--- config.mk ---
export PLATFORM = sky130hd
export DESIGN_NAME = exp_class_path
export DESIGN_NICKNAME = d
export VERILOG_FILES = /design/src/recip_pkg.sv /design/src/exp_class_path.sv
export SDC_FILE = /design/constraint.sdc
export NUM_CORES = 1
export LEC_CHECK = 0
export BUFFER_PORTS_ARGS = -buffer_cell sky130_fd_sc_hd__buf_2
export CAP_MARGIN = 0
export CORE_MARGIN = 2
export CORE_UTILIZATION = 50
export CTS_CLUSTER_SIZE = 30
export DETAILED_ROUTE_END_ITERATION = 16
export PLACE_DENSITY = 0.76
export SKIP_LAST_GASP = 1
export SLEW_MARGIN = 30
export SYNTH_ARGS = -nofsm -noshare
export SYNTH_HDL_FRONTEND = slang
export SYNTH_SLANG_ARGS = --single-unit
--- constraint.sdc ---
create_clock -name clk -period 1.9 [get_ports clk]
set_input_delay 0.095 -clock clk [delete_from_list [all_inputs] [get_ports clk]]
set_output_delay 0.095 -clock clk [all_outputs]
set_load 0.1 [all_outputs]
--- src/recip_pkg.sv ---
`default_nettype none

package recip_pkg;

   localparam int EXP_W = 8;
   localparam int MAN_W = 23;

   // reciprocal estimate, one integer bit
   localparam int FRAC_W = 26;

   localparam int NEWTON_STEPS = 2;
   localparam int MANT_LATENCY = 1 + NEWTON_STEPS;

   // 126 + 127, result exponent is this minus the input field
   localparam logic [EXP_W-1:0] EXP_BIAS_RCP = 8'd253;

   typedef logic [FRAC_W-1:0] rcp_t;

   typedef struct packed {
      logic             sign;
      logic [EXP_W-1:0] exp;
      logic [MAN_W-1:0] man;
   } fp32_t;

   typedef enum logic [1:0] {
      FP_NORMAL = 2'd0,
      FP_ZERO   = 2'd1,
      FP_INF    = 2'd2,
      FP_NAN    = 2'd3
   } fp_class_e;

   typedef struct packed {
      fp_class_e        cls;
      logic             sign;
      logic [EXP_W-1:0] exp;
      logic             pow2;
      logic             flush;
      logic [MAN_W-2:0] payload;
      logic             exc;
   } exp_info_t;

   // 2 / (1 + idx / 2^width) in Q1.25, rounded
   function automatic rcp_t recip_seed(input int unsigned idx, input int unsigned width);
      longint unsigned num;
      longint unsigned den;
      longint unsigned q;
      num = 64'd1 << (FRAC_W + width);
      den = (64'd1 << width) + idx;
      q = (num + den / 2) / den;
      // idx 0 would give exactly 2.0
      if (q >= (64'd1 << FRAC_W)) begin
         q = (64'd1 << FRAC_W) - 1;
      end
      return rcp_t'(q);
   endfunction

endpackage

`default_nettype wire

--- src/exp_class_path.sv ---
`default_nettype none

module exp_class_path import recip_pkg::*; (
   input  wire        clk,
   input  wire        rst,
   input  wire        in_valid,
   input  wire fp32_t in_data,
   output logic       info_valid,
   output exp_info_t  info
);
   exp_info_t               info_d;
   exp_info_t               info_q [MANT_LATENCY];
   logic [MANT_LATENCY-1:0] vld_q;

   always_comb begin
      info_d.sign = in_data.sign;
      info_d.payload = in_data.man[MAN_W-2:0];
      info_d.pow2 = (in_data.man == '0);
      // results below the normal range go to zero
      info_d.flush = (in_data.exp >= EXP_BIAS_RCP);
      info_d.exp = EXP_BIAS_RCP - in_data.exp + {{(EXP_W-1){1'b0}}, info_d.pow2};
      if (in_data.exp == '1) begin
         info_d.cls = (in_data.man == '0) ? FP_INF : FP_NAN;
      end else if (in_data.exp == '0) begin
         info_d.cls = FP_ZERO;
      end else begin
         info_d.cls = FP_NORMAL;
      end
      info_d.exc = (info_d.cls == FP_NAN);
   end

   always_ff @(posedge clk) begin
      if (rst) begin
         vld_q <= '0;
      end else begin
         vld_q <= {vld_q[MANT_LATENCY-2:0], in_valid};
      end
   end

   // same depth as seed stage plus newton steps
   always_ff @(posedge clk) begin
      info_q[0] <= info_d;
      for (int i = 1; i < MANT_LATENCY; i++) begin
         info_q[i] <= info_q[i-1];
      end
   end

   assign info_valid = vld_q[MANT_LATENCY-1];
   assign info = info_q[MANT_LATENCY-1];

   a_info_latency : assert property (
      @(posedge clk) disable iff (rst) in_valid |-> ##MANT_LATENCY info_valid
   );

endmodule

`default_nettype wire

[Word-level counts from Yosys, hierarchy flattened]
Memories as Yosys holds them, arrays and structs flattened.
Cells that the tools add are included.
Operators by class
  $add $sub $neg: 2
  order comparisons: 1
  equality and inequality tests: 2
  muxes and demuxes: 3
  reduce and logical (&&, ||, !) cells: 2
Operators with widths (count)
  zero test 23 bit: 1
  adder 8 x 1 -> 8 bit: 1
  == test 8 bit, second input constant: 1
  greater-or-equal comparator 8 bit, second input constant: 1
  zero test 8 bit: 1
  subtractor 8 bit, first input constant: 1
  == test 2 bit, second input constant: 1
  two-way mux 1 bit: 2
  two-way mux 2 bit: 1
Word-level totals
  register bits after elaboration: 3
  memory bits (writable): 108
  input port bits: 35
  output and inout port bits: 37
  logic and storage cells: 12
  memories kept: 1
Memory list
  info_q: words 3, width 36, rd ports 3, clocked after memory_dff 0, write ports 3, line exp_class_path.sv:12  | exp_info_t info_q [MANT_LATENCY];

[Logic depth before layout (Yosys ltp)]
  depth in word-level cells: 4
  gate-level depth with buffers: 9
  depth with buffers taken out: 9

[Least setup slack after synthesis]
OpenSTA, ideal clock, no wires.
  path type: input to register
  start: input in_data[1] (netlist name)
  end: memory info_q[0][31] (netlist name)
  setup time: 118 ps
  arrival: 1295 ps
  required time: 1782 ps
  setup slack: 487 ps
  stages: 9
  path buffers: 0
  cells stage by stage: nor4_1 nand4_1 nor2_2 ha_1 inv_1 ha_1 nand3_1 nor2_1 xnor2_1
RTL lines
  start, declared: line exp_class_path.sv:7  | input wire fp32_t in_data,
  end, declared: line exp_class_path.sv:12

==> results.md <==
* Inst Count DP at 296
* Slowest stage cell, crit path: dlygate4sd3_1
* Setup slack, reg-to-reg at 1.38 ns
* Worst path top cell family by delay: simple AND/OR/NAND/NOR gates
* Max_cap viols at 0
* Max Freq at 558 MHz
* Multi-input gate area at 290 µm²
* Worst min path class: in -> reg
* Commonest non-fill, non-tap cells in the layout: dfxtp_1 (111), buf_2 (69), dlygate4sd3_1 (29)
* Final setup vio count at 0
* Clock slew at reported path FFs at 0.08 ns
* Final std cells w/o fill at 339
* Rel. slew slack at 0.668
* I/O pin count at 72
* Slew Limit Fails at 0
* Worst R2R End: vld_q[1]$_SDFF_PP0_
* Layout cells sized above 1 at 0.348
* Final hold vios at 0
* Reg2Reg Depth at 1
* Gate Count Post-Synth at 188
* Antenna diodes at 0
* Routed len/inst at 11.2 µm
* Main synth FF type: dfxtp_1
* Antenna violations before repair at 0
* Reg area at 0.00222 mm²
* Power Density at 1230 mW/mm²
* CP arrival at 2.02 ns
* Cell variety after synth at 18
* # fillers at 414
* Largest net degree at the start of global routing at 17
* Cts bufs inserted at 9
* Hold slack final at 0.0176 ns
* Root Buffer: clkbuf_8
* Slowest stage delay, CP at 0.53 ns
* Clock Skew at 0.00929 ns
* Dpl hpwl at 2.42 mm
* Core area at 0.00541 mm²
* Most common cell on crit path: nor2_2
* Hold EP: info_q[0][23]$_DFF_P_
* I/O Buffers at 71
* Total Nets Final at 300
* Drt drc at 0
* Syn avg cell area at 14.6 µm²
* Area added between synthesis and finish at 25.8%
* Starting DRC count in detailed routing at 42
* Vias in the first global route at 1,296
* Initial DRT Pass Iterations at 3
* Critical Path RT at 2.13 ns
* H-tree depth at 3
* Actual slew at the worst max-slew pin at 0.501 ns
* # clock sinks at 111
* Post-route ant nets at 0
* Vias per inst at 4.04
* Deepest clock path buffer count at 2
* Synthesized cell area at 0.00275 mm²
* Starting Density at 0.509
* Status: complete, no violations
* Clock latency on the worst-skew pair at 0.34 ns
* Remaining Overflow, GRT at 0
* Final WL at 3.80 mm
* P_leak at 1.54 nW
* Async SR Flop Fraction at 0
* Period utilisation layout at 0.943
* Setup TNS at 0 ns
* GRT Total Usage at 0.132
* TritonCTS clock tree: done
* Worst Path Max Fanout at 3
* Worst reg2reg path startpoint: vld_q[0]$_SDFF_PP0_
* Die width at 78.2 µm
* Sequence of cells on the critical path: dlygate4sd3_1, buf_2, nor4_2, nand4_1, nor2_2, ha_2, and3b_1, nand2_1, nor2_2, xnor2_1
* Buf/Inv on CP at 2
* VDD IR max at 0.704 mV
* Routability cong. at 0.803
* CP endpoint kind: flip-flop
* Cell Rows at 27
* Final Core Density at 0.641
* Cell depth of the worst hold path at 2
* Post-synth EDFFs at 0
* Most common cell after layout, fill and taps aside: dfxtp_1
* Startpoint types: input port
* Hold_sp: in_data[23]
* Tmin final at 1.79 ns
* FF+latch count, synth at 111
* DR vias at 1,368
* Syn Nets at 225
* Die height at 78.2 µm
* Die area at 0.00611 mm²
* Kind of critical path: in -> reg
* Number of synthesis warnings at 0
* Register area share after synthesis at 0.808
* First-pass GRT wire length at 5.78 mm
==> worst max path at each step <==
stage                           start                    end  slack, ns  depth (start not counted)
final                      in_data[7]  info_q[0][32]$_DFF_P_       0.11                         10
after detailed placement  in_data[16]  info_q[0][31]$_DFF_P_      0.009                         10
after CTS                 in_data[19]  info_q[0][31]$_DFF_P_       0.01                         11
after global placement    in_data[16]  info_q[0][31]$_DFF_P_       0.05                         10
after floorplan            in_data[1]  info_q[0][31]$_DFF_P_       0.49                          9
after global routing       in_data[7]  info_q[0][31]$_DFF_P_      -0.01                         11
==> Yosys cell counts (2+ instances only) <==
cell type | n | share of area
nand3_1 | 4 | 0.0073
nand2_1 | 4 | 0.0055
nor4_1 | 7 | 0.016
buf_4 | 36 | 0.098
inv_1 | 4 | 0.0055
dfxtp_1 | 111 | 0.81
xnor2_1 | 4 | 0.013
nor2_1 | 2 | 0.0027
nor2_2 | 3 | 0.0068
ha_1 | 2 | 0.0091
xor2_1 | 2 | 0.0064
nor2b_1 | 3 | 0.0068
==> sequential cells by signal, summed over array words and instances, names as in the netlist <==
name    flops
vld_q       3
info_q    108
==> through the flow <==
step / setup slack [ns] / power [mW] / cell area [µm²]
5_1_grt: -0.0147 / 4.40 / 3460
6_report: 0.109 / 4.25 / 3460
3_5_place_dp: 0.00878 / 2.94 / 2930
2_1_floorplan: 0.487 / 2.89 / 2750
4_1_cts: 0.0128 / 4.28 / 3420
3_3_place_gp: 0.0455 / 2.93 / 2930
==> routing by layer <==
metal  part of all wire  global-route usage
met5                  0                   0
met1               0.38               0.130
met2               0.53               0.222
met4              0.048               0.132
met3              0.043              0.0299
==> layout make-up <==
class | instances | area share
sequential | 111 | 0.642
clock buffer | 12 | 0.0419
timing repair buffer | 100 | 0.189
multi-input combinational | 37 | 0.0838
clock inverter | 3 | 0.0126
tap | 72 | 0.0260
inverter | 4 | 0.00434
==> what timing repair did <==
| item | 4_1_cts | 5_1_grt |
|---|---|---|
| hold buffers | 30 | 0 |
| buffers inserted | 0 | 0 |
| gates resized for setup | 0 | 9 |
| hold endpoints to repair | 31 | 0 |
| setup endpoints to repair | 0 | 7 |
==> where the power goes <==
part,total [mW],leakage [nW],internal (mW),switching (mW)
clock network,1.31,0.0964,0.640,0.673
logic,0.463,0.512,0.106,0.357
registers,2.47,0.930,2.45,0.0257
==> cells by family after synthesis <==
logic type / after synthesis / share of synthesized area
xor gates and xnor gates: 6 / 0.0191
AOI/OAI and AO/OA: 2 / 0.00455
and+or+nand+nor: 27 / 0.0559
buffers and inverters: 40 / 0.104
adders and majority gates: 2 / 0.00909
DFF: 111 / 0.808
(Power assumes the default switching activity.)
