==> src/recip_pkg.sv <==
`default_nettype none

package recip_pkg;

   localparam int EXP_W = 8;
   localparam int MAN_W = 23;

   // reciprocal estimate, one integer bit
   localparam int FRAC_W = 26;

   localparam int NEWTON_STEPS = 2;
   localparam int MANT_LATENCY = 1 + NEWTON_STEPS;

   // 126 + 127, result exponent is this minus the input field
   localparam logic [EXP_W-1:0] EXP_BIAS_RCP = 8'd253;

   typedef logic [FRAC_W-1:0] rcp_t;

   typedef struct packed {
      logic             sign;
      logic [EXP_W-1:0] exp;
      logic [MAN_W-1:0] man;
   } fp32_t;

   typedef enum logic [1:0] {
      FP_NORMAL = 2'd0,
      FP_ZERO   = 2'd1,
      FP_INF    = 2'd2,
      FP_NAN    = 2'd3
   } fp_class_e;

   typedef struct packed {
      fp_class_e        cls;
      logic             sign;
      logic [EXP_W-1:0] exp;
      logic             pow2;
      logic             flush;
      logic [MAN_W-2:0] payload;
      logic             exc;
   } exp_info_t;

   // 2 / (1 + idx / 2^width) in Q1.25, rounded
   function automatic rcp_t recip_seed(input int unsigned idx, input int unsigned width);
      longint unsigned num;
      longint unsigned den;
      longint unsigned q;
      num = 64'd1 << (FRAC_W + width);
      den = (64'd1 << width) + idx;
      q = (num + den / 2) / den;
      // idx 0 would give exactly 2.0
      if (q >= (64'd1 << FRAC_W)) begin
         q = (64'd1 << FRAC_W) - 1;
      end
      return rcp_t'(q);
   endfunction

endpackage

`default_nettype wire

==> src/result_pack.sv <==
`default_nettype none

module result_pack import recip_pkg::*; (
   input  wire            clk,
   input  wire            rst,
   input  wire            rcp_valid,
   input  wire rcp_t      rcp,
   input  wire            info_valid,
   input  wire exp_info_t info,
   output logic           res_valid,
   output fp32_t          res_data,
   output logic           res_exception
);
   logic [MAN_W:0] man_rnd;
   logic           rnd_up;
   fp32_t          res_d;

   always_comb begin
      // drop the integer bit, keep 23 fraction bits, nearest even
      rnd_up = rcp[FRAC_W-MAN_W-2]
               & ((|rcp[FRAC_W-MAN_W-3:0]) | rcp[FRAC_W-MAN_W-1]);
      man_rnd = {1'b0, rcp[FRAC_W-2 -: MAN_W]} + {{MAN_W{1'b0}}, rnd_up};
      res_d.sign = info.sign;
      res_d.exp = info.exp;
      res_d.man = '0;
      case (info.cls)
         FP_NAN: begin
            res_d.exp = '1;
            res_d.man = {1'b1, info.payload};
         end
         FP_INF: res_d.exp = '0;
         FP_ZERO: res_d.exp = '1;
         default: begin
            if (info.flush) begin
               res_d.exp = '0;
            end else if (!info.pow2 && rcp[FRAC_W-1]) begin
               // rounding up to 2.0 bumps the exponent
               if (man_rnd[MAN_W]) begin
                  res_d.exp = info.exp + 1'b1;
               end else begin
                  res_d.man = man_rnd[MAN_W-1:0];
               end
            end
         end
      endcase
   end

   always_ff @(posedge clk) begin
      if (rst) begin
         res_valid <= 1'b0;
         res_exception <= 1'b0;
      end else begin
         res_valid <= rcp_valid;
         res_exception <= rcp_valid & info.exc;
      end
   end

   always_ff @(posedge clk) begin
      res_data <= res_d;
   end

   a_paths_aligned : assert property (
      @(posedge clk) disable iff (rst) rcp_valid == info_valid
   );

endmodule

`default_nettype wire
==> config.mk <==
export PLATFORM = sky130hd
export DESIGN_NAME = result_pack
export DESIGN_NICKNAME = d
export VERILOG_FILES = /design/src/recip_pkg.sv /design/src/result_pack.sv
export SDC_FILE = /design/constraint.sdc
export NUM_CORES = 1
export LEC_CHECK = 0
export ABC_AREA = 1
export BUFFER_PORTS_ARGS = -buffer_cell sky130_fd_sc_hd__clkbuf_2
export CAP_MARGIN = 20
export CORE_UTILIZATION = 46
export CTS_CLUSTER_SIZE = 14
export DETAILED_ROUTE_END_ITERATION = 8
export PLACE_DENSITY = 0.79
export SLEW_MARGIN = 20
export SYNTH_ARGS = -nofsm -noshare
export SYNTH_HDL_FRONTEND = slang
export SYNTH_SLANG_ARGS = --single-unit
==> constraint.sdc <==
create_clock -name clk -period 1.8 [get_ports clk]
set_input_delay 0.27 -clock clk [delete_from_list [all_inputs] [get_ports clk]]
set_output_delay 0.27 -clock clk [all_outputs]
set_load 0.05 [all_outputs]
# Word level (Yosys, flattened, before mapping)
# Index checks and enable logic that the tools add are counted.
[classes] n_addsub=2 eq_ne=3 muxes=7 n_bitwise=3 n_reduce_logical=4
[op_table] op="$mux W23" count=2
[op_table] op="$pmux W23 S2" count=1
[op_table] op="$mux W31" count=1
[op_table] op="$add A23 B1 Y24" count=1
[op_table] op="$mux W8" count=2
[op_table] op="$pmux W8 S2" count=1
[op_table] op="$add A8 B1 Y8 const B" count=1
[op_table] op="$eq A2 B2 Y1 const B" count=2
[op_table] op="$reduce_or A2 Y1" count=2
[op_table] op="$and A1 B1 Y1" count=2
[op_table] op="$eq A2 B1 Y1 const B" count=1
[op_table] op="$logic_and A1 B1 Y1" count=1
[op_table] op="$logic_not A1 Y1" count=1
[op_table] op="$or A1 B1 Y1" count=1
[totals] regBits=34 inputBits=66 wordCells=24

# Longest topological paths before layout
[logic_depth] word_depth=7 ltp_mapped=12

# Worst setup path after synthesis
# Ideal clock, no wire load.
[synth_path] path_kind="input to register" startpoint="input rcp[0]" endpoint="register res_data[16] in the netlist's numbering" setup_ns=0.074 arrival_ns=1.558 slack_ns=0.168 path_stages=10 n_path_buf=0 path_cell_list="o21a_1 > ha_1 > ha_1 > nand2_1 > nor2_1 > inv_1 > nor2_1 > nand2_1 > xor2_1 > o21ai_0"
[synth_rtl] element="start, declared" line="result_pack.sv:7" source="input wire rcp_t rcp,"
[synth_rtl] element="end signal, assigned" line="result_pack.sv:59" source="res_data <= res_d;"
[synth_rtl] element="end, declared" line="result_pack.sv:11" source="output fp32_t res_data,"

==> impl_metrics.toml <==
[power]
powerDensity_mw_per_mm2 = 667
peakVddDrop_mv = 0.377
leakagePower_nw = 1.41

[sta]
holdWs_ns = 0.0894
fmax_ghz = 0.648
setup_viol = 0
fin_ws_ns = 0.257
post-route-min-period_ns = 1.54
rsz0062_at_grt = "false"
fin_setup_tns_ns = 0
finalHoldViolations = 0
worst_slew_pin_slew_ns = 0.482
relSlewSlack_pct = 67.8
slew_violations = 0
min_period_over_period_pct = 85.7

[drt]
wl_per_cell_um = 11.4
routed_wl_um = 5250
vias = 2262
detail_route.first_pass.iterations = 4
viasPerCell = 4.91
drt-initial-drc-count = 62
drc = 0
ant_nets = 0

[critical_path]
critPathCaptureType = "flip-flop"
worstSetupPathType = "in2reg"
cp.arrival_ns = 1.75
critPathRequiredTime_ns = 2.01
worstSetupStartpointType = "input pin"
startpoint = "rcp[2]"
critPathBufInv = 2
path_delay_family = "simple AND/OR/NAND/NOR gates"
path_cells = "clkbuf_2, o21a_1, ha_1, ha_1, nand2_1, nor2_1, inv_1, nor2_1, nand2_1, xor2_1, o21ai_0"
cpPeakStageDelay_ns = 0.23
crit_path_top_delay_cell = "ha_1"
cp_max_fo = 4

[hold_path]
min-delay-path-class = "in2reg"
hold_start = "info[33]"
hold_end = "res_data[31]"
hold_path_depth = 1

[clock_tree]
clkTransAtPathRegs_ns = 0.07
cts_tree = "yes"
cts_hold_buf = 0
numClockSinks = 34
htree_num_levels = 2
cts_buffers = 5
cts_resized = 0
post-cts-setup-buffers = 0
clock_path_buffers = 2
cts-root-buf = "clkbuf_8"

[cells_and_area]
drive_gt1_share_pct = 35.5
stdcell_count = 461
final_common_cell = "nand2_1"
fill_cells = 423
seqCellArea_um2 = 681
syn2layout_area_growth_pct = 32.8
design_area_mm2 = 0.00275
multi_input_area_mm2 = 0.00127
diodes = 0
nNetsFinal = 477
layout_common_cells = "nand2_1 (108), clkbuf_2 (98), nor2_1 (34), dfxtp_1 (34), inv_1 (22)"

[die]
die_x_um = 69.1
core_area_mm2 = 0.00435
dieHeight_um = 69.1
start_util_pct = 47.6
row_count = 24
ioPinCount = 100
die_area_mm2 = 0.00478

[logic_synthesis]
avgSynthCellArea_um2 = 6.96
yosysSeqAreaShare_pct = 32.8
yosys_warnings = 0
syn-num-nets = 367
synth.distinct_cells = 32
synth.ff_latch_count = 34
synth_cells = 298
syn_area_mm2 = 0.00207

[global_routing]
grt_pass1_wl_um = 8910
globalRouteOverflowTotal = 0
gr-usage-all-layers_pct = 22.9
grt_max_degree = 20
antenna_found_initial = 0
grt_pass1_vias = 2141

[placement]
place_area_mm2 = 0.00266
place_congestion = 0.883
dp.cells = 453
dp_hpwl_um = 4270
pre_cts_ws_ns = 0.00264
io_buffer_count = 98

[outcome]
status = "finished clean"

[flow_run]
cap_violations = 0
## Yosys cell counts
| cell type | n | area [um^2] |
|---|---|---|
| xnor2_1 | 7 | 61.3 |
| a21oi_1 | 4 | 20.0 |
| nor2_2 | 3 | 18.8 |
| ha_1 | 3 | 37.5 |
| nor4_1 | 1 | 6.26 |
| nand3b_1 | 1 | 7.51 |
| nand2_1 | 108 | 405 |
| clkbuf_1 | 2 | 7.51 |
| nand2_4 | 4 | 45.0 |
| inv_4 | 1 | 6.26 |
| nand3_1 | 20 | 100 |
| nand3_2 | 2 | 20.0 |
| nor4_4 | 1 | 21.3 |
| nor2_1 | 34 | 128 |
| nor3_1 | 3 | 15.0 |
| xor2_1 | 8 | 70.1 |
| inv_2 | 1 | 3.75 |
| nor2_8 | 1 | 20.0 |
| nor2_4 | 4 | 45.0 |
| nand3_4 | 2 | 35.0 |
| buf_12 | 1 | 20.0 |
| o21ai_2 | 10 | 87.6 |
| nor3_4 | 1 | 16.3 |
| nand2_2 | 1 | 6.26 |
| o21a_1 | 1 | 7.51 |
| a31oi_1 | 1 | 6.26 |
| dfxtp_1 | 34 | 681 |
| o21ai_1 | 8 | 40.0 |
| or2_2 | 1 | 6.26 |
| nand4_1 | 5 | 31.3 |
| inv_1 | 22 | 82.6 |
| o21ai_0 | 3 | 15.0 |
## stage by stage
| stage | power, mW | util (%) |
|---|---|---|
| after global routing | 1.92 | 63.2 |
| after CTS | 1.85 | 63.2 |
| final | 1.84 | 63.2 |
| after global placement | 1.27 | 61.1 |
| after floorplan | 1.11 | - |
| after detailed placement | 1.28 | 61.1 |
## how the worst max path moves through the flow
stage	to	slack [ns]	depth (start not counted)
floorplan	res_data[16]	0.17	10
global placement	res_data[16]	0.03	11
detailed placement	res_data[16]	0.003	11
CTS	res_data[16]	0.24	11
global route	res_data[16]	0.08	11
finish	res_data[16]	0.26	11
## report_power, final
group          leakage (nW)  switching, mW  internal, mW
Sequential            0.282         0.0101         0.793
Clock                0.0482          0.269         0.309
Combinational          1.08          0.315         0.140
## metal layers
layer  up-vias  GRT usage, %  share of wire [%]
li1       1170             -                  -
met4         0          9.07                1.7
met5         -             0                  0
met3         9          4.97                5.8
met1      1001          26.5                 43
met2        82          40.9                 50
## layout make-up
cell class | instances | area share, %
clock inverters | 1 | 0.182
flip-flops and latches | 34 | 24.7
repair buffers | 106 | 20.0
multi-input cells | 237 | 46.2
well taps | 52 | 2.36
clock buffers | 7 | 3.14
inverters | 24 | 3.36
## logic make-up (layout without fill, tap and decap cells)
| kind of cell | count (synthesis) | count (layout) | synth area share [%] |
|---|---|---|---|
| XOR/XNOR | 15 | 15 | 6.34 |
| adder cells (fa/ha/maj) | 3 | 3 | 1.81 |
| buffers and inverters | 27 | 138 | 5.79 |
| AO/OA/AOI/OAI | 27 | 27 | 8.51 |
| flip-flops | 34 | 34 | 32.8 |
| AND/OR/NAND/NOR | 192 | 192 | 44.7 |
## sequential cells by signal, indices dropped and copies added (netlist names)
signal / flops
res_data: 32
res_exception: 1
res_valid: 1
Note: power is estimated with default switching activity, not from simulation.
