## src/recip_pkg.sv

```systemverilog
`default_nettype none

package recip_pkg;

   localparam int EXP_W = 8;
   localparam int MAN_W = 23;

   // reciprocal estimate, one integer bit
   localparam int FRAC_W = 26;

   localparam int NEWTON_STEPS = 2;
   localparam int MANT_LATENCY = 1 + NEWTON_STEPS;

   // 126 + 127, result exponent is this minus the input field
   localparam logic [EXP_W-1:0] EXP_BIAS_RCP = 8'd253;

   typedef logic [FRAC_W-1:0] rcp_t;

   typedef struct packed {
      logic             sign;
      logic [EXP_W-1:0] exp;
      logic [MAN_W-1:0] man;
   } fp32_t;

   typedef enum logic [1:0] {
      FP_NORMAL = 2'd0,
      FP_ZERO   = 2'd1,
      FP_INF    = 2'd2,
      FP_NAN    = 2'd3
   } fp_class_e;

   typedef struct packed {
      fp_class_e        cls;
      logic             sign;
      logic [EXP_W-1:0] exp;
      logic             pow2;
      logic             flush;
      logic [MAN_W-2:0] payload;
      logic             exc;
   } exp_info_t;

   // 2 / (1 + idx / 2^width) in Q1.25, rounded
   function automatic rcp_t recip_seed(input int unsigned idx, input int unsigned width);
      longint unsigned num;
      longint unsigned den;
      longint unsigned q;
      num = 64'd1 << (FRAC_W + width);
      den = (64'd1 << width) + idx;
      q = (num + den / 2) / den;
      // idx 0 would give exactly 2.0
      if (q >= (64'd1 << FRAC_W)) begin
         q = (64'd1 << FRAC_W) - 1;
      end
      return rcp_t'(q);
   endfunction

endpackage

`default_nettype wire

```

## src/credit_out_buffer.sv

```systemverilog
`default_nettype none

module credit_out_buffer import recip_pkg::*; #(
   parameter int FIFO_DEPTH = 8
) (
   input  wire        clk,
   input  wire        rst,
   input  wire        wr_valid,
   input  wire fp32_t wr_data,
   input  wire        wr_exception,
   output logic       in_credit,
   output logic       out_valid,
   output fp32_t      out_data,
   output logic       out_exception,
   input  wire        out_credit
);
   localparam int PTR_W = (FIFO_DEPTH > 1) ? $clog2(FIFO_DEPTH) : 1;
   localparam int CNT_W = $clog2(FIFO_DEPTH + 1);
   localparam int CREDIT_W = 16;

   fp32_t               data_mem [FIFO_DEPTH];
   logic                exc_mem [FIFO_DEPTH];
   logic [PTR_W-1:0]    wr_ptr;
   logic [PTR_W-1:0]    rd_ptr;
   logic [CNT_W-1:0]    fill;
   logic [CREDIT_W-1:0] credits;
   logic                empty;

   assign empty = (fill == '0);

   // one result per cycle while output credits last
   assign out_valid = (credits != '0) && !empty;
   assign out_data = data_mem[rd_ptr];
   assign out_exception = out_valid && exc_mem[rd_ptr];

   always_ff @(posedge clk) begin
      if (wr_valid) begin
         data_mem[wr_ptr] <= wr_data;
         exc_mem[wr_ptr] <= wr_exception;
      end
   end

   always_ff @(posedge clk) begin
      if (rst) begin
         wr_ptr <= '0;
         rd_ptr <= '0;
         fill <= '0;
         credits <= '0;
         in_credit <= 1'b0;
      end else begin
         if (wr_valid) begin
            wr_ptr <= (wr_ptr == PTR_W'(FIFO_DEPTH - 1)) ? '0 : wr_ptr + 1'b1;
         end
         if (out_valid) begin
            rd_ptr <= (rd_ptr == PTR_W'(FIFO_DEPTH - 1)) ? '0 : rd_ptr + 1'b1;
         end
         fill <= fill + {{(CNT_W-1){1'b0}}, wr_valid} - {{(CNT_W-1){1'b0}}, out_valid};
         credits <= credits + {{(CREDIT_W-1){1'b0}}, out_credit}
                    - {{(CREDIT_W-1){1'b0}}, out_valid};
         // slot freed, hand a credit back to the producer
         in_credit <= out_valid;
      end
   end

   a_no_overflow : assert property (
      @(posedge clk) disable iff (rst) wr_valid |-> fill != CNT_W'(FIFO_DEPTH)
   );

   a_credit_held : assert property (
      @(posedge clk) disable iff (rst) (credits == '0 && !out_credit) |=> !out_valid
   );

endmodule

`default_nettype wire

```

## config.mk

```make
export PLATFORM = sky130hd
export DESIGN_NAME = credit_out_buffer
export DESIGN_NICKNAME = d
export VERILOG_FILES = /design/src/recip_pkg.sv /design/src/credit_out_buffer.sv
export SDC_FILE = /design/constraint.sdc
export NUM_CORES = 1
export LEC_CHECK = 0
export ABC_AREA = 1
export BUFFER_PORTS_ARGS = -buffer_cell sky130_fd_sc_hd__buf_4
export CORE_UTILIZATION = 40
export CTS_CLUSTER_SIZE = 30
export DETAILED_ROUTE_END_ITERATION = 10
export GPL_ROUTABILITY_DRIVEN = 0
export PLACE_DENSITY_LB_ADDON = 0.1
export SETUP_SLACK_MARGIN = 0.2
export SYNTH_ARGS = -nofsm -noshare
export SYNTH_HDL_FRONTEND = slang
export SYNTH_SLANG_ARGS = --single-unit
```

## constraint.sdc

```tcl
create_clock -name clk -period 3.3 [get_ports clk]
set_input_delay 0.33 -clock clk [delete_from_list [all_inputs] [get_ports clk]]
set_output_delay 0.33 -clock clk [all_outputs]
set_load 0.02 [all_outputs]
```

### Word-level counts from Yosys, hierarchy flattened

Memory sizes are Yosys's and may differ from the RTL's. A register that Yosys moved wholly into a read port is not among the register bits.
Cells that the tools add are included.

| operators by class | value |
|---|---|
| equality and inequality tests | 2 |
| div/mod/pow operators | 0 |
| shifts and indexed selects | 0 |
| multiply operators | 0 |
| $lt $le $gt $ge | 0 |
| reductions and logical operators | 5 |
| $add $sub $neg | 6 |
| bitwise gates (word level) | 0 |
| mux-type cells | 8 |

Operators by type and width:

| operator | count |
|---|---|
| 3-bit two-way mux | 6 |
| 16-bit by 1-bit adder with 16-bit output | 1 |
| 16-bit nonzero test | 1 |
| 16-bit by 1-bit subtractor with 16-bit output | 1 |
| 3-bit by 1-bit adder with 3-bit output, second input constant | 2 |
| 3-bit equality test, second input constant | 2 |
| 4-bit by 1-bit adder with 4-bit output | 1 |
| 4-bit logical NOT | 1 |
| 4-bit by 1-bit subtractor with 4-bit output | 1 |
| 1-bit logical AND | 2 |
| 1-bit two-way mux | 2 |
| 1-bit logical NOT | 1 |

| word-level totals | value |
|---|---|
| bits in read-only memories | 0 |
| register bits after elaboration | 27 |
| bits in latches | 0 |
| memories kept | 2 |
| logic and storage cells | 28 |
| output and inout port bits | 35 |
| input port bits | 37 |
| memory bits (writable) | 264 |

Memories:

| memory | words | bits a word | rd ports | clocked after memory_dff | wr ports | line | RTL |
|---|---|---|---|---|---|---|---|
| data_mem | 8 | 32 | 1 | 1 | 1 | credit_out_buffer.sv:21 | `fp32_t data_mem [FIFO_DEPTH];` |
| exc_mem | 8 | 1 | 1 | 1 | 1 | credit_out_buffer.sv:22 | `logic exc_mem [FIFO_DEPTH];` |

### Logic depth before layout (Yosys ltp)

Gate-level depths: netlist (run 1).

| logic depth | value |
|---|---|
| word-level depth | 5 |
| gate-level depth with buffers | 22 |
| depth with buffers taken out | 22 |

### Least setup slack after synthesis (run 1)

OpenSTA, ideal clock, no wires.

| timing | value |
|---|---|
| kind | input to register |
| start | input port wr_valid |
| end | memory data_mem[0][0] in the netlist's numbering (enable) |
| stages on the path | 3 |
| setup slack | 765 ps |
| setup time | 423 ps |
| data required time | 2877 ps |
| arrival time | 2112 ps |
| path buffers | 0 |
| cell sequence | inv_1 > or2_2 > nor2_1 |

| between the ends | value |
|---|---|
| word-level cells in the longest chain between the ends | 2 |

RTL lines:

| element | line | RTL |
|---|---|---|
| start: declaration | credit_out_buffer.sv:8 | `input wire wr_valid,` |
| 1-bit two-way mux | credit_out_buffer.sv:37 | `if (wr_valid) begin` |
| 1-bit two-way mux (not written as such) | credit_out_buffer.sv:38 | `data_mem[wr_ptr] <= wr_data;` |
| end: declaration | credit_out_buffer.sv:21 |  |

Every way passes these cells.

==> flow_metrics.tcl, run 1 <==
set metrics [dict create \
    status "complete, no violations" \
    cts.htree.levels 2 \
    crit_path_end_kind "primary output" \
    dp_hpwl_microns 14960 \
    timing.slew.headroom_pct 45.60 \
    yosys_register_bits 294 \
    fin_crit_sh_pct 86.60 \
    cts_tree "yes" \
    die-area_sq_um 31580 \
    part_of_the_yosys_area_used_for_sequential_elements_pct 69.06 \
    timing.max_cap.violations 0 \
    clock_insertion_delay_worst_skew_ns 0.50 \
    worst_hold_path_type "in -> reg" \
    postRouteAntennaNets 0 \
    fraction_of_layout_cells_with_a_size_suffix_above_1_pct 13.25 \
    area_used_by_sequential_logic_in_the_layout_sq_um 8534 \
    die_height_microns 177.7 \
    wl_per_cell_microns 18.21 \
    globalRoute.totalOverflow 0 \
    crit_path_max_fanout 40 \
    clock-sinks 294 \
    post_synth_inst_count 1077 \
    worst_ir_drop_vdd_v 0.0005266 \
    place.port_buffers 71 \
    initialDrtViolationCount 491 \
    timing.final.hold_violations 0 \
    global_route_wire_length_before_repair_microns 43370 \
    hold-path-cell-count 1 \
    initial_core_util_pct 41.12 \
    cells_taking_the_most_area_after_synthesis "edfxtp_1, nor2_1, nand2_1, dfxtp_1, o21ai_0" \
    total_leakage_power_nw 5.415 \
    post_synth_instance_area_sq_um 12350 \
    synth_enable_flop_cells 264 \
    vias 7924 \
    area_of_the_core_sq_um 30030 \
    report.final.setup_viol 0 \
    total_power_mw 12.83 \
    nets 1215 \
    nFillCells 2717 \
    grt_antenna_before_repair 1 \
    criticalPathCategory "reg -> out" \
    numCtsBuffers 34 \
    postRouteWirelength_microns 28430 \
    remaining_drc_errors 0 \
    fmax_mhz 349.9 \
    grt_use_total_pct 18.28 \
    die_width_microns 177.7 \
    clock-skew-final_ns 0.01014 \
    ff2ff_path_depth 19 \
    synth_commonest_cells "edfxtp_1, nor2_1, nand2_1" \
    ys_warn_count 0 \
    rsz0062_at_grt "false" \
    async_reset_ff_share_pct 0 \
    p_per_area_nw_per_um2 892.1 \
    std_cell_rows 63 \
    clock_tree.buffer_depth 3 \
    multiInputGateArea_sq_um 3242 \
    yosysTopAreaCell "edfxtp_1" \
    r2r_slack_ns 0.50 \
    worst_hold_slack_ns 0.05682 \
    synthToLayoutAreaGrowth_pct 16.49 \
    totalNegativeSetupSlack_ns 0 \
    main_synth_ff_type "edfxtp_1" \
    crit_arrival_ns 2.53 \
    cts_root_buf "clkbuf_16" \
    synthesized_net_count 1146 \
    yosys.cell_types.count 30 \
    cp-start-kind "flip-flop" \
    vias_in_the_first_global_route 7652 \
    total_i_o_pin_count 72 \
    timing_worst_slew_pin_value_ns 0.8161 \
    clk_transition_reported_paths_ns 0.06 \
    pin_count_of_the_biggest_net_entering_global_routing 133 \
    most_frequent_cell_after_synthesis "edfxtp_1" \
    worstPathRequired_ns 2.97 \
    final.min_clock_period_ns 2.858 \
    yosysTopAreaCellShare_pct 64.19 \
    avgSynthCellArea_sq_um 11.47 \
    detail_route.vias_per_cell 5.076 \
    drt_pass1_iterations 4 \
    timing.final.max_slew_violations 0 \
]
==> cell families (layout without fill, tap and decap cells) <==
family | after synthesis | in the layout | synth area share (%)
DFF | 294 | 294 | 69.06
other | 0 | 1 | 0
AOI/OAI and AO/OA | 231 | 231 | 10.03
and+or+nand+nor | 391 | 391 | 12.22
buffers and inverters | 128 | 221 | 5.258
xor gates and xnor gates | 1 | 1 | 0.07093
adders and majority gates | 32 | 32 | 3.364
==> path summary, 6_finish.rpt <==
check                                      end       start
worst max register to register     credits[14]  credits[6]
worst max-delay path             out_exception   flip-flop
worst min register to register       rd_ptr[2]   rd_ptr[2]
worst min-delay path            data_mem[3][9]  wr_data[9]
==> cell usage in the layout, fill, tap and decap left out, types with 3 or more instances in the layout <==
cell type,n
edfxtp_1,264
nand2_1,184
nor2_1,177
o21ai_0,107
buf_4,78
inv_1,71
o22ai_1,64
clkbuf_16,37
o21ai_1,35
ha_1,30
dfxtp_1,27
a21oi_1,24
nand3_1,12
nor2_4,8
clkinv_2,8
clkbuf_1,8
buf_12,8
clkinv_1,4
inv_2,3
==> per-layer routing <==
layer | GRT usage, % | vias up | wire (microns) | part of all wire [%]
li1 | - | 3897 | - | -
met1 | 23.76 | 3781 | 12380 | 44
met2 | 30.83 | 200 | 13690 | 48
met3 | 3.428 | 46 | 1638 | 5.8
met4 | 5.769 | 0 | 721 | 2.5
met5 | 0 | - | 0 | 0
==> metrics by stage <==
| step | setup slack [ns] | utilization [%] | area (sq um) | std cells |
|---|---|---|---|---|
| floorplan | 0.7650 | - | 12350 | 1077 |
| global placement | 0.5017 | 44.18 | 13270 | 1499 |
| detailed placement | 0.3407 | 44.18 | 13270 | 1499 |
| CTS | 0.2688 | 47.79 | 14350 | 1559 |
| global route | 0.2029 | 47.89 | 14380 | 1560 |
| finish | 0.4422 | 47.90 | 14390 | 1561 |
==> layout make-up <==
cell class / count / share of cell area [%]
antenna: 1 / 0.01739
clock buffer: 46 / 6.740
clock inverter: 14 / 0.8001
inverter: 75 / 2.009
multi-input combinational: 655 / 22.53
sequential: 294 / 59.32
tap: 390 / 3.392
timing repair buffer: 86 / 5.184
==> worst max-delay path: stages (launching register included) <==
cell	delay [ns]
dfxtp_4	0.66
buf_4	0.48
nand2_1	0.10
nand3_1	0.10
a21oi_1	0.13
nor3_2	0.32
buf_4	0.21
==> state kept, by name, summed over array words and instances (netlist names), named ones only <==
signal and flops:
exc_mem 8, data_mem 256, wr_ptr 3, in_credit 1
credits 16, rd_ptr 3, fill 4
==> power breakdown <==
part | switching, mW | internal, mW | leakage, nW
registers | 0.165 | 4.31 | 2.65
clock network | 1.41 | 2.21 | 0.538
logic | 3.13 | 1.61 | 2.23
==> what timing repair did <==
action	in CTS	in global routing
resized for setup	0	3
endpoints found under the setup margin	0	6
buffers inserted	0	1
hold buffers	0	0
Power figures use the tool's default switching activity.
==> run 2: changes to the inputs <==
BUFFER_PORTS_ARGS = -buffer_cell sky130_fd_sc_hd__buf_2   (was -buffer_cell sky130_fd_sc_hd__buf_4)
REMOVE_ABC_BUFFERS = 1   (was default)
==> flow_metrics.tcl, run 2 (synthesized netlist as in run 1, its figures left out) <==
set metrics [dict create \
    status "complete, no violations" \
    layer_with_the_highest_usage "met2" \
    postCtsSetupRepairBufs 0 \
    largestRegisters "data_mem x256, credits x16, exc_mem x8" \
    p_per_area_nw_per_um2 884.0 \
    vias 7847 \
    crit_path_max_incr_delay_ns 0.37 \
    clock_tree.buffer_depth 3 \
    power.share.switching_pct 37.28 \
    numCtsBuffers 34 \
    place.port_buffers 71 \
    pwr-share-clk_pct 28.3 \
    nets 1216 \
    clock_insertion_delay_worst_skew_ns 0.51 \
    timing.slew.headroom_pct 44.16 \
    drt_pass1_iterations 5 \
    initial_core_util_pct 41.12 \
    finish.utilization_pct 47.04 \
    die_width_microns 177.7 \
    globalRouteMet2Util_pct 30.50 \
    initialDrtViolationCount 438 \
    cp.buffers_inverters 4 \
    std_cell_rows 63 \
    final.min_clock_period_ns 2.767 \
    die-area_sq_um 31580 \
    power.internal_mw 7.832 \
    wl_per_cell_microns 17.64 \
    fraction_of_layout_cells_with_a_size_suffix_above_1_pct 13.21 \
    total_i_o_pin_count 72 \
    clock-sinks 294 \
    layout.cells.most_common_list "edfxtp_1, nand2_1, nor2_1, o21ai_0" \
    power.switching_mw 4.655 \
    grt_antenna_before_repair 4 \
    pin_count_of_the_biggest_net_entering_global_routing 133 \
    synthToLayoutAreaGrowth_pct 14.39 \
    globalRoute.totalOverflow 0 \
    cp-start-kind "flip-flop" \
    crit_path_end_kind "flip-flop" \
    cts.htree.levels 2 \
    fmax_mhz 361.4 \
    timing.final.max_slew_violations 0 \
    critical_path.slowest_cell "fa_1" \
    fin_crit_sh_pct 83.86 \
    grt_use_met3_pct 4.092 \
    place_inst 1501 \
    clk_transition_reported_paths_ns 0.06 \
    clock-skew-final_ns 0.01559 \
    postRouteAntennaNets 0 \
    detail_route.vias_per_cell 5.017 \
    timing.final.hold_violations 0 \
    remaining_drc_errors 0 \
    finish.cell_count_without_fillers 1564 \
    sequentialPowerShare_pct 35.3 \
    area_of_the_core_sq_um 30030 \
    dp_hpwl_microns 14450 \
    rsz0062_at_grt "false" \
    vias_in_the_first_global_route 7575 \
    crit_chain "inv_1, ha_1, and3_1, nand4_1, nand2_2, nor2_2, inv_1, o21ai_0, ha_1, inv_1, fa_1, inv_1, nand2_1, nand2_1, nand3_1, nand2_2, nand2_1, a21oi_1, nor2_1" \
    die_height_microns 177.7 \
    criticalPathCategory "reg -> reg" \
    timing_worst_slew_pin_value_ns 0.8376 \
    postRouteWirelength_microns 27590 \
    total_leakage_power_nw 5.331 \
    path_common_cell "inv_1" \
    post_cts_hold_buffer_count 0 \
    grt_use_total_pct 18.03 \
    power.combinational.fraction_pct 36.4 \
    cts_root_buf "clkbuf_16" \
    report.final.setup_viol 0 \
    worst_path_dominant_cell_family "simple AND/OR/NAND/NOR gates" \
    worst_ir_drop_vdd_v 0.0006530 \
    worst_hold_path_type "in -> reg" \
    cts_tree "yes" \
    grt_util_met1_pct 23.32 \
    worstPathRequired_ns 3.70 \
    global_route_wire_length_before_repair_microns 42660 \
    crit_arrival_ns 3.16 \
    top_reg_by_flops "data_mem" \
    timing.max_cap.violations 0 \
    layout_commonest_cell "edfxtp_1" \
    largest_reg_flops 256 \
    crit_path_max_fanout 8 \
]
[run 2: cell types whose count changed in the layout (fill, tap and decap cells not counted), sizes merged]
cell,delta
inv,+2
buf,+1
clkinv,+5
clkbuf,-5
[run 2: layer usage]
layer,vias up,part of all wire (%)
met1,3725,45
met5,-,0.083
met2,173,48
li1,3901,-
met3,44,6.0
met4,4,1.6
[run 2: final timing paths]
kind,slack (ns),end,startpoint,cells after the start
min,0.08,data_mem[3][31],wr_data[31],1
min reg2reg,0.51,rd_ptr[1],rd_ptr[1],2
max reg2reg,0.53,credits[14],credits[6],19
max,0.53,credits[14],credits[6],19
[run 2: per-stage QoR]
| stage | cell area, sq um | TNS, ns | hold WS (ns) | total power [mW] | worst slack [ns] |
|---|---|---|---|---|---|
| after floorplan | 11990 | -19.53 | 0.3967 | 7.634 | -0.5941 |
| after global placement | 13060 | 0 | 0.4935 | 9.067 | 0.4866 |
| after detailed placement | 13060 | 0 | 0.5040 | 9.060 | 0.3821 |
| after CTS | 14120 | 0 | 0.06000 | 12.63 | 0.3627 |
| after global routing | 14120 | 0 | 0.07456 | 13.41 | 0.2268 |
| final | 14130 | 0 | 0.08302 | 12.49 | 0.5326 |
[run 2: power groups by stage]
stage | registers, mW | clock network [mW] | logic, mW
floorplan | 4.65 | 0 | 2.98
global placement | 4.48 | 0 | 4.59
detailed placement | 4.49 | 0 | 4.57
CTS | 4.41 | 3.62 | 4.59
global route | 4.44 | 3.77 | 5.20
finish | 4.41 | 3.54 | 4.54
[run 2: area by class of cell]
cell class | count | area [sq um]
Inverter | 75 | 289.0
Multi-Input combinational cell | 655 | 3239
Tap cell | 390 | 488.0
Clock inverter | 21 | 161.4
Fill cell | 2763 | 15910
Sequential cell | 294 | 8534
Timing Repair Buffer | 87 | 513.0
Antenna cell | 1 | 2.502
Clock buffer | 41 | 898.4
[run 2: repair_timing]
action                                  in CTS  in global routing
hold endpoints to repair                     0                  0
resized for setup                            0                  3
endpoints found under the setup margin       0                  5
==> run 3: changes to the inputs <==
clock period = 2.8 ns   (was 3.3 ns; I/O delays follow)
==> flow_metrics.tcl, run 3 (synthesized netlist as in run 1, its figures left out) <==
set metrics [dict create \
    pin_count_of_the_biggest_net_entering_global_routing 73 \
    die_width_microns 177.7 \
    global_route_wire_length_before_repair_microns 42220 \
    fmax_mhz 406.4 \
    timing.final.hold_violations 0 \
    die_height_microns 177.7 \
    dp_hpwl_microns 15200 \
    synthToLayoutAreaGrowth_pct 16.89 \
    clk_transition_reported_paths_ns 0.07 \
    clock-skew-final_ns 0.01045 \
    wl_per_cell_microns 17.38 \
    timing_worst_slew_pin_value_ns 0.6887 \
    drt_pass1_iterations 4 \
    final.min_clock_period_ns 2.461 \
    timing.hold.worst.start "wr_data[27]" \
    crit_arrival_ns 2.89 \
    cts_root_buf "clkbuf_16" \
    crit_path_max_fanout 4 \
    total_power_mw 14.75 \
    layout.cells.most_common_list "edfxtp_1, nand2_1, nor2_1, o21ai_0, buf_2" \
    post_dp_cell_area_sq_um 13170 \
    layout_commonest_cell "edfxtp_1" \
    nFillCells 2714 \
    worstPathRequired_ns 3.23 \
    hold-path-cell-count 1 \
    fin_crit_sh_pct 87.88 \
    vias_in_the_first_global_route 7584 \
    grt_antenna_before_repair 2 \
    std_cell_rows 63 \
    finish.utilization_pct 48.06 \
    r2r_slack_ns 0.34 \
    globalRoute.totalOverflow 0 \
    report.final.setup_viol 0 \
    stdcell_area_sq_um 14440 \
    p_per_area_nw_per_um2 1022 \
    nets 1242 \
    vias 7923 \
    ff2ff_path_depth 19 \
    cp-start-kind "flip-flop" \
    cts_tree "yes" \
    top_reg_by_flops "data_mem" \
    place.port_buffers 71 \
    crit_path_end_kind "flip-flop" \
    postRouteWirelength_microns 27590 \
    clock_tree.buffer_depth 3 \
    r2r_start "credits[6]" \
    total_leakage_power_nw 5.419 \
    grt_use_total_pct 17.63 \
    worst_hold_path_type "in -> reg" \
    detail_route.vias_per_cell 4.992 \
    clock-sinks 294 \
    largest_reg_flops 256 \
    criticalPathCategory "reg -> reg" \
    remaining_drc_errors 0 \
    initial_core_util_pct 41.12 \
    largestRegisters "data_mem x256, credits x16, exc_mem x8" \
    post-route-worst-setup-slack_ns 0.3393 \
    timing.slew.headroom_pct 54.03 \
    dpl_worst_slack_ns 0.05313 \
    area_of_the_core_sq_um 30030 \
    initialDrtViolationCount 531 \
    postRouteAntennaNets 0 \
    place_inst 1505 \
    worst_hold_slack_ns 0.01732 \
    rsz0062_at_grt "true" \
    worst_ir_drop_vdd_v 0.0006154 \
    timing.max_cap.violations 0 \
    die-area_sq_um 31580 \
    timing.final.max_slew_violations 0 \
    finish.cell_count_without_fillers 1587 \
    capturing_point_of_the_worst_reg2reg_path "credits[8]" \
    hold_path_end "data_mem[3][27]" \
    total_i_o_pin_count 72 \
    totalNegativeSetupSlack_ns 0 \
    fraction_of_layout_cells_with_a_size_suffix_above_1_pct 17.00 \
    cts.htree.levels 1 \
    numCtsBuffers 31 \
    status "complete, no violations" \
    clock_insertion_delay_worst_skew_ns 0.54 \
]
## run 3: worst max path at each step
stage | cells past startpoint | to | startpoint | slack, ns
6_report | 19 | credits[8] | credits[6] | 0.34
5_1_grt | 20 | credits[10] | credits[8] | 0.16
4_1_cts | 20 | credits[14] | credits[6] | 0.18
3_5_place_dp | 19 | credits[14] | credits[6] | 0.05
3_3_place_gp | 19 | credits[14] | credits[6] | 0.13
2_1_floorplan | 5 | out_data[0] | flip-flop | -1.04
## run 3: power by group
part           internal (mW)  switching, mW
sequential              5.09          0.133
combinational           1.91           3.82
clock                   2.20           1.60
## run 3: what timing repair did
item                       in CTS  in global routing
hold endpoints to repair       93                  2
pin swaps                       6                 13
resized for setup              13                 30
hold buffers                   14                  1
setup buffers                   3                  7
setup endpoints to repair       8                 13
## run 3: metal layers
metal	vias to the layer above	wire length (microns)	track usage, %
met4	0	330	3.597
met2	166	12970	29.72
met1	3786	12910	23.75
li1	3947	-	-
met5	-	0	0
met3	24	1377	3.192
## run 3: layout make-up
class / instances / area, sq um / area share (%)
Multi-Input combinational cell: 655 / 3294 / 22.82
Timing Repair Buffer: 116 / 862.1 / 5.972
Antenna cell: 3 / 7.507 / 0.05201
Tap cell: 390 / 488.0 / 3.380
Inverter: 75 / 290.3 / 2.011
Clock inverter: 19 / 153.9 / 1.066
Sequential cell: 294 / 8548 / 59.22
Clock buffer: 35 / 790.8 / 5.478
## run 3: critical path, stage by stage, from the launching register on
cell and delay, ns:
dfxtp_2 0.33, inv_2 0.04, ha_2 0.16, and3_4 0.17
nand4_1 0.11, nand2_1 0.09, nor2_2 0.11, inv_1 0.06
o21ai_1 0.08, ha_2 0.20, inv_2 0.04, fa_2 0.32
inv_2 0.07, nand2_2 0.05, nand2_2 0.08, nand2_2 0.08
nor2_2 0.12, nor2_2 0.06, o21ai_1 0.13, a21oi_1 0.06
